[src/include/cache_defs.svh]
// ~~~~~~~~~~~~~~~~~~~~
// cache subsystem widths, geometry and generator delays
// ~~~~~~~~~~~~~~~~~~~~

`ifndef CACHE_DEFS_SVH
`define CACHE_DEFS_SVH

// bus widths
`define ADDR_W          64
`define WORD_W          64
`define LINE_W          512

// cache geometry
`define LINE_BYTES      64
`define CACHE_SETS      4     // direct-mapped, one line per set

// idle cycles the generator waits before each request
`define GEN_GAP_CYCLES  10

`endif
[src/design/cache_pkg.sv]
// ~~~~~~~~~~~~~~~~~~~~
// cache subsystem enums for ops, sizes and FSM states
// ~~~~~~~~~~~~~~~~~~~~

package cache_pkg;

  typedef enum logic {
    REQ_READ  = 1'b0,
    REQ_WRITE = 1'b1
  } req_op_e;

  // access size, only SIZE_D is issued here
  typedef enum logic [1:0] {
    SIZE_B = 2'd0,
    SIZE_H = 2'd1,
    SIZE_W = 2'd2,
    SIZE_D = 2'd3
  } size_e;

  typedef enum logic [2:0] {
    IDLE,
    GAP_W,   // wait before a write
    WRITE,
    GAP_R,   // wait before a read
    READ,
    DONE
  } gen_state_e;

  typedef enum logic [1:0] {
    LOOKUP,
    EVICT,   // dirty line going out
    REFILL,
    RESPOND
  } core_state_e;

endpackage

[src/design/cache_core.sv]
// ~~~~~~~~~~~~~~~~~~~~
// direct-mapped write-back data cache, four 64-byte lines
// ~~~~~~~~~~~~~~~~~~~~

`timescale 1ns/100ps
`include "cache_defs.svh"

module cache_core (
  input  logic                  clk,
  input  logic                  rst,
  input  logic                  i_req,
  input  cache_pkg::req_op_e    i_op,
  input  logic [`ADDR_W-1:0]    i_addr,
  input  logic [`WORD_W-1:0]    i_wdata,
  input  cache_pkg::size_e      i_size,
  output logic                  o_ack,
  output logic [`WORD_W-1:0]    o_rdata,
  output logic                  o_xfer_start,
  output cache_pkg::req_op_e    o_xfer_op,
  output logic [`ADDR_W-1:0]    o_xfer_addr,
  output logic [`LINE_W-1:0]    o_xfer_line,
  input  logic                  i_xfer_done,
  input  logic [`LINE_W-1:0]    i_xfer_rline
);

  import cache_pkg::*;

  localparam int OFF_W  = $clog2(`LINE_BYTES);
  localparam int IDX_W  = $clog2(`CACHE_SETS);
  localparam int TAG_W  = `ADDR_W - IDX_W - OFF_W;
  localparam int WSEL_W = OFF_W - 3;  // doubleword select within a line

  core_state_e             state_q;
  logic [TAG_W-1:0]        tag_q   [`CACHE_SETS];
  logic [`LINE_W-1:0]      data_q  [`CACHE_SETS];
  logic [`CACHE_SETS-1:0]  valid_q;
  logic [`CACHE_SETS-1:0]  dirty_q;

  logic [IDX_W-1:0]        set_idx;
  logic [TAG_W-1:0]        req_tag;
  logic [WSEL_W-1:0]       word_sel;
  logic [`ADDR_W-1:0]      line_addr;
  logic                    hit;
  logic                    accept;
  logic                    is_write;

  // drop one doubleword into a line
  function automatic logic [`LINE_W-1:0] merge_word(input logic [`LINE_W-1:0] line,
                                                    input logic [WSEL_W-1:0] sel,
                                                    input logic [`WORD_W-1:0] word);
    logic [`LINE_W-1:0] res;
    res = line;
    res[sel*`WORD_W +: `WORD_W] = word;
    return res;
  endfunction

  assign set_idx   = i_addr[OFF_W +: IDX_W];   // bits 7:6
  assign req_tag   = i_addr[`ADDR_W-1 -: TAG_W];
  assign word_sel  = i_addr[3 +: WSEL_W];
  assign line_addr = {i_addr[`ADDR_W-1:OFF_W], {OFF_W{1'b0}}};
  assign hit       = valid_q[set_idx] && (tag_q[set_idx] == req_tag);
  assign accept    = i_req && !o_ack;  // req is still high in the ack cycle
  assign is_write  = (i_op == REQ_WRITE);

  // control state
  always_ff @(posedge clk) begin
    if (rst) begin
      state_q      <= LOOKUP;
      valid_q      <= '0;
      dirty_q      <= '0;
      o_ack        <= 1'b0;
      o_xfer_start <= 1'b0;
    end else begin
      o_ack        <= 1'b0;
      o_xfer_start <= 1'b0;
      case (state_q)
        LOOKUP: begin
          if (accept) begin
            if (hit) begin
              o_ack <= 1'b1;
              if (is_write)
                dirty_q[set_idx] <= 1'b1;
            end else begin
              o_xfer_start <= 1'b1;
              state_q      <= (valid_q[set_idx] && dirty_q[set_idx]) ? EVICT : REFILL;
            end
          end
        end
        EVICT: begin
          if (i_xfer_done) begin
            o_xfer_start <= 1'b1;   // now fetch the new line
            state_q      <= REFILL;
          end
        end
        REFILL: begin
          if (i_xfer_done) begin
            valid_q[set_idx] <= 1'b1;
            dirty_q[set_idx] <= is_write;
            o_ack            <= 1'b1;
            state_q          <= RESPOND;
          end
        end
        default: state_q <= LOOKUP;
      endcase
    end
  end

  // arrays, read data and transfer payload
  always_ff @(posedge clk) begin
    case (state_q)
      LOOKUP: begin
        if (accept && hit) begin
          o_rdata <= data_q[set_idx][word_sel*`WORD_W +: `WORD_W];
          if (is_write)
            data_q[set_idx] <= merge_word(data_q[set_idx], word_sel, i_wdata);
        end else if (accept && valid_q[set_idx] && dirty_q[set_idx]) begin
          o_xfer_op   <= REQ_WRITE;
          o_xfer_addr <= {tag_q[set_idx], set_idx, {OFF_W{1'b0}}};
          o_xfer_line <= data_q[set_idx];
        end else if (accept) begin
          o_xfer_op   <= REQ_READ;
          o_xfer_addr <= line_addr;
        end
      end
      EVICT: begin
        if (i_xfer_done) begin
          o_xfer_op   <= REQ_READ;
          o_xfer_addr <= line_addr;
        end
      end
      REFILL: begin
        if (i_xfer_done) begin
          tag_q[set_idx] <= req_tag;
          o_rdata        <= i_xfer_rline[word_sel*`WORD_W +: `WORD_W];
          data_q[set_idx] <= is_write ? merge_word(i_xfer_rline, word_sel, i_wdata)
                                      : i_xfer_rline;
        end
      end
      default: ;
    endcase
  end

  a_size_d: assert property (@(posedge clk) disable iff (rst)
    i_req |-> i_size == SIZE_D);

  a_addr_aligned: assert property (@(posedge clk) disable iff (rst)
    i_req |-> i_addr[2:0] == 3'b000);

endmodule

[config.mk]
export PLATFORM = sky130hd
export DESIGN_NAME = cache_core
export DESIGN_NICKNAME = d
export VERILOG_FILES = /design/src/design/cache_pkg.sv /design/src/design/cache_core.sv
export VERILOG_INCLUDE_DIRS = /design/src /design/src/include
export SDC_FILE = /design/constraint.sdc
export NUM_CORES = 2
export LEC_CHECK = 0
export BUFFER_PORTS_ARGS = -buffer_cell sky130_fd_sc_hd__buf_4
export CAP_MARGIN = 20
export CELL_PAD_IN_SITES_DETAIL_PLACEMENT = 1
export CELL_PAD_IN_SITES_GLOBAL_PLACEMENT = 1
export CORE_AREA = 5 5 593 595
export CTS_CLUSTER_SIZE = 25
export DETAILED_ROUTE_END_ITERATION = 7
export DIE_AREA = 0 0 598 600
export PLACE_DENSITY = 0.69
export RECOVER_POWER = 25
export SLEW_MARGIN = 20
export SYNTH_ARGS = -nofsm -noshare
export SYNTH_HDL_FRONTEND = slang
export SYNTH_SLANG_ARGS = --single-unit
[constraint.sdc]
create_clock -name clk -period 84.1 [get_ports clk]
set_input_delay 16.82 -clock clk [delete_from_list [all_inputs] [get_ports clk]]
set_output_delay 16.82 -clock clk [all_outputs]
set_load 0.005 [all_outputs]
After elaboration in Yosys (flattened, before gate mapping). Memory sizes are Yosys's and may differ from the RTL's. Index checks and enable logic that the tools add are counted.

Bits in registers: 653. Bits in writable memories: 2272. Input bits: 647. Output and inout port bits: 643. Word-level logic and storage cells: 99. Memories kept: 2.

Add/sub/neg operators: 1. Magnitude comparators: 2. Equality and inequality tests: 12. Shift-type cells: 4. Muxes and demuxes: 48. Bitwise operators: 4. Reductions and logical operators: 17.

Memory list: data_q (words 4, width 512, read ports 1, clocked after Yosys merged registers in 0, wr ports 1, RTL line cache_core.sv:35) `` logic [`LINE_W-1:0] data_q [`CACHE_SETS]; ``; tag_q (words 4, width 56, read ports 1, clocked after Yosys merged registers in 0, wr ports 1, RTL line cache_core.sv:34) `` logic [TAG_W-1:0] tag_q [`CACHE_SETS]; ``.

Operators with widths (count): 512-bit bitwise mux (2); 512-bit two-way mux (2); 512-bit by 10-bit variable part select with 64-bit output (2); 64-bit by 34-bit variable shift with 512-bit output, first input constant (1); 64-bit by 34-bit variable part select with 512-bit output (1); 64-bit two-way mux (6); 64-bit case mux with 2 select lines (2); 56-bit == test (1); 9-bit negation with 34-bit output (1); 1-bit two-way mux (18); 4-bit two-way mux (4); 2-bit inequality test, second input constant (8); 2-bit two-way mux (5); 4-bit OR (2); 4-bit case mux with 2 select lines (1); 4-bit AND reduction (2); 1-bit logical AND (7); 1-bit case mux with 2 select lines (3); 2-bit case mux with 3 select lines (1); 3-bit AND reduction (2); 5-bit AND reduction (1); 1-bit binary-select mux with 2-bit select (2); 4-bit bitwise mux (1); 2-bit nonzero test (2); other kinds (11) (11).

Longest topological paths before layout.
Depth after elaboration: 9. Gate-level depth with buffers: 15. Mapped depth without buffers: 9.

Worst setup path after synthesis. No wires, ideal clock.

Path type: input-to-reg. Start point: input port i_addr[6]. End point: memory data_q[0][0] (netlist name), enable pin. Arrival: 53.505 ns. Data required time: 82.083 ns. Slack: 28.578 ns. Stages on the path: 10. Cell sequence: buf_6 > mux4_2 > xnor2_2 > nand2_1 > or3b_1 > or4_4 > nor4_4 > buf_6 > a21oi_1 > nor3_1.

Word-level cells in the longest chain between the ends: 8. Elaborated cells between the ends (all ways): 10.

Ends and longest elaborated chain: start: declaration (RTL line cache_core.sv:13) `` input logic [`ADDR_W-1:0] i_addr, ``; memory read 4 x 56 bit / 1-bit binary-select mux with 2-bit select (equally long branches); 56-bit == test / 1-bit two-way mux (equally long branches) (RTL line cache_core.sv:61) `assign hit = valid_q[set_idx] && (tag_q[set_idx] == req_tag);`; 1-bit logical AND (RTL line cache_core.sv:61); 1-bit logical AND (RTL line cache_core.sv:112) `if (accept && hit) begin`; 1-bit two-way mux (RTL line cache_core.sv:112); 1-bit two-way mux (RTL line cache_core.sv:110) `case (state_q)`; 1-bit two-way mux (implied by the code) (RTL line cache_core.sv:115) `data_q[set_idx] <= merge_word(data_q[set_idx], word_sel, i_wdata);`; 1-bit OR (no source line); end: declaration (RTL line cache_core.sv:35).

Several ways; a longest one is shown, not always the timed one. The select of a mux whose other input is x is not followed.

Worst setup path in the final report.
Start point: input port i_addr[7]. End point: memory data_q[2][228] (netlist name), enable pin.

Same word-level chain as after synthesis.

==> results by group <==
Run status
  – Status: finished, violations left
  – Failing checks: design-rule violations, max-capacitance violations, max-slew violations

Synth
  – Main combinational cell family by area after synthesis: multiplexers
  – Synth cell types: 70
  – Compound-gate portion of the synthesized area: 5.93%
  – Ys async rst share: 0%
  – Synth Area in XOR/XNOR: 0.289%
  – Most frequent cell after synthesis: edfxtp_1
  – Post-Syn Area: 120000 sq um
  – Seq cells post-synth: 2919
  – Adder-cell share of the synthesized area: 0.0935%
  – Number of cells produced by synthesis: 6151
  – Synthesized area per cell: 19.6 sq um
  – Yosys warnings: 0
  – Largest area contributor in the netlist: edfxtp_1
  – Synth Area in Simple Gates: 2.56%
  – Main synth FF type: edfxtp_1
  – Area contributors post-synth: edfxtp_1, mux4_2, o221a_2, mux2i_1, nor2_1
  – Yosys top cell area share: 72.5%
  – Register area share after synthesis: 72.7%
  – Top post-synthesis cells by count: edfxtp_1, mux4_2, nor2_1
  – Post-synth EDFFs: 2907
  – Post-synthesis mux area share: 16.5%

Worst setup path
  – CP max-delay cell: clkbuf_1
  – CP max stage delay: 3.79 ns
  – Crit path from: i_addr[7]
  – FF-to-FF End: data_q[2][228]
  – RR Startpoint: tag_q[3][50]
  – Required time of the critical path: 84.60 ns
  – Critical Path Source Type: input port
  – Flop2flop setup slack: 76.99 ns
  – Crit path kind: input port to flip-flop
  – CP Cell Sequence: clkbuf_1 -> clkbuf_1 -> clkbuf_1 -> mux2_2 -> xnor2_1 -> nand3_1 -> nor4_1 -> o21ai_0 -> nor4_4 -> a21oi_1 -> nor2_4 -> buf_4 -> buf_4 -> buf_4
  – Critical path arrival: 32.51 ns
  – Worst setup EP type: flip-flop
  – Crit Path Max Fanout: 77
  – R2R depth: 10

Final layout
  – Area grow syn2layout: 20.3%
  – Area of the multi-input gates: 30800 sq um
  – Fin area: 145000 sq um
  – Nets: 8127
  – Fraction of layout cells with a size suffix above 1: 34.9%
  – Fill cells: 33600
  – FF/Latch Area: 87500 sq um

Clock tree
  – TritonCTS clock tree: yes
  – Post-CTS sizing: 0
  – Hold Buf Count CTS: 0
  – Clk pin slew, worst setup/hold paths: 0.06 ns
  – Num CTS Buffers: 317
  – H-tree lvl count: 5
  – Clk_lat worst skew: 0.96 ns
  – Clock root buffer master: clkbuf_16
  – Clock sink count: 2919
  – Max Root-Sink Buffers: 4
  – Setup bufs post-CTS: 0

Power
  – Worst-case vdd ir drop: 17.5 uV
  – Combinational share of power: 17.8%
  – Switching Fraction: 28.1%
  – Reg power frac: 46.0%
  – PD cells: 27.1 nW/um^2
  – LEAKAGE: 0.0471 uW
  – Psw: 1100 uW
  – Clk pwr share: 36.2%
  – P_int: 2820 uW

Timing
  – Tmin final: 32.00 ns
  – Tcrit/Tclk final: 38.1%
  – Final Slew Violations: 933
  – F_max: 31.2 MHz
  – Worst-Margin Slew: 6.88 ns
  – Final setup violation count: 0
  – TNS Setup: 0 ns
  – RSZ-0062 raised after global routing: false
  – Clock skew: 0.0887 ns
  – Hold Violations, Final: 0
  – Slew headroom: -358%

Global route
  – Maximum number of pins on one net before global-route repair: 143
  – First-pass GRT wire length: 647000 um
  – Gr usage total: 25.8%
  – Vias in the first global route: 76900
  – Total grt overflow: 0
  – Initial antenna violation count: 159

Detailed routing
  – Final ANT Viol Nets: 0
  – DRC Markers: 1
  – Vias/cell: 6.04
  – 1st-iter DRT viols: 10200
  – Drt total wl: 476000 um
  – DR pass1 iterations: 8
  – Routed WL per cell: 38.4 um
  – Via count: 74900

Placed design
  – I/O Buffers: 1278
  – Dpl hpwl: 307000 um
  – Gp weighted congestion: 0.892
  – Area of placed instances: 135000 sq um

Floorplanning
  – Std cell rows: 216
  – Core area: 345000 sq um
  – Initial core utilization: 34.9%
  – I/O pins: 1290
  – Chip width: 598 um
  – Die area: 359000 sq um
  – Die H: 600 um

Worst hold path
  – Worst Min Path Start: valid_q[2]
  – Hold Path End: valid_q[2]
  – Worst Hold Class: flip-flop to flip-flop
  – Hold Path Depth: 1

Flow run
  – Maxcap violations: 18
-- placed cells by master, fill, tap and decap left out, types with 10 or more instances in the layout --
cell type and instances:
diode_2 95, a222oi_1 130, mux2_2 31, o221a_2 256, clkbuf_1 382, a21oi_1 161, mux2i_1 141, o21ai_0 51
clkinv_16 12, nor2_1 337, o221ai_1 29, a22oi_1 11, inv_6 11, buf_4 705, o22ai_1 164, clkbuf_4 376
clkinvlp_4 14, nand2_4 10, mux2_1 10, dfxtp_1 12, nand2_1 320, xnor2_1 33, edfxtp_1 2907, mux4_2 797
clkinv_1 67, bufinv_16 32, clkbuf_16 319, clkinv_2 63, inv_1 148, nor2_4 13
-- worst max-delay path by stage --
stage | to | cells past startpoint
CTS | data_q[2][226] | 14
global route | data_q[2][226] | 14
detailed placement | data_q[2][427] | 14
global placement | data_q[2][164] | 14
finish | data_q[2][228] | 14
floorplan | data_q[0][0] | 10
-- registers in the layout (all words and copies together), names as in the netlist --
signal and count:
data_q 2048, dirty_q 4, o_ack 1, o_rdata 64
o_xfer_addr 58, o_xfer_line 512, o_xfer_op 1, o_xfer_start 1
state_q 2, tag_q 224, valid_q 4
-- metal layers --
| metal | track usage [%] | routed length (um) | up-vias |
|---|---|---|---|
| li1 | - | - | 28800 |
| met1 | 32.4 | 169000 | 39600 |
| met2 | 40.0 | 223000 | 5441 |
| met3 | 7.54 | 55000 | 1043 |
| met4 | 14.7 | 29500 | 76 |
| met5 | 0 | 461 | - |
-- power groups by stage --
stage	Sequential [uW]	Combinational [uW]	Clock (uW)
5_1_grt	1810	726	1500
6_report	1800	698	1420
3_5_place_dp	1830	696	0
4_1_cts	1800	700	1440
2_1_floorplan	1880	373	0
3_3_place_gp	1830	672	0
-- stage by stage --
step	hold slack, ns	total power, uW	std cells	setup WS (ns)	util (%)
floorplan	0.435	2250	6156	28.58	-
detailed placement	0.460	2530	11700	58.77	39.2
global route	0.492	4040	12400	51.70	41.9
CTS	0.474	3940	12300	59.67	42.2
finish	0.472	3920	12400	52.10	41.9
global placement	0.442	2500	11700	58.83	39.2
-- logic make-up after synthesis --
logic type,after synthesis
fa+ha+maj,9
buf+inv,579
xor+xnor,38
other cells,1
simple gates,759
mux,979
flops,2919
compound gates,867
-- worst max-delay path, delay by kind of cell --
family          cells  cell delay, ns
buf+inv             6           12.00
simple gates        4            1.88
compound gates      2            0.71
mux                 1            0.59
xor+xnor            1            0.15
-- layout make-up --
| type | count | area share [%] |
|---|---|---|
| Sequential cell | 2919 | 60.4 |
| Multi-Input combinational cell | 2658 | 21.3 |
| Antenna cell | 95 | 0.164 |
| Clock buffer | 368 | 5.64 |
| Clock inverter | 211 | 1.57 |
| Tap cell | 4578 | 3.95 |
| Timing Repair Buffer | 1424 | 6.58 |
| Inverter | 151 | 0.396 |
(Power assumes the default switching activity.)
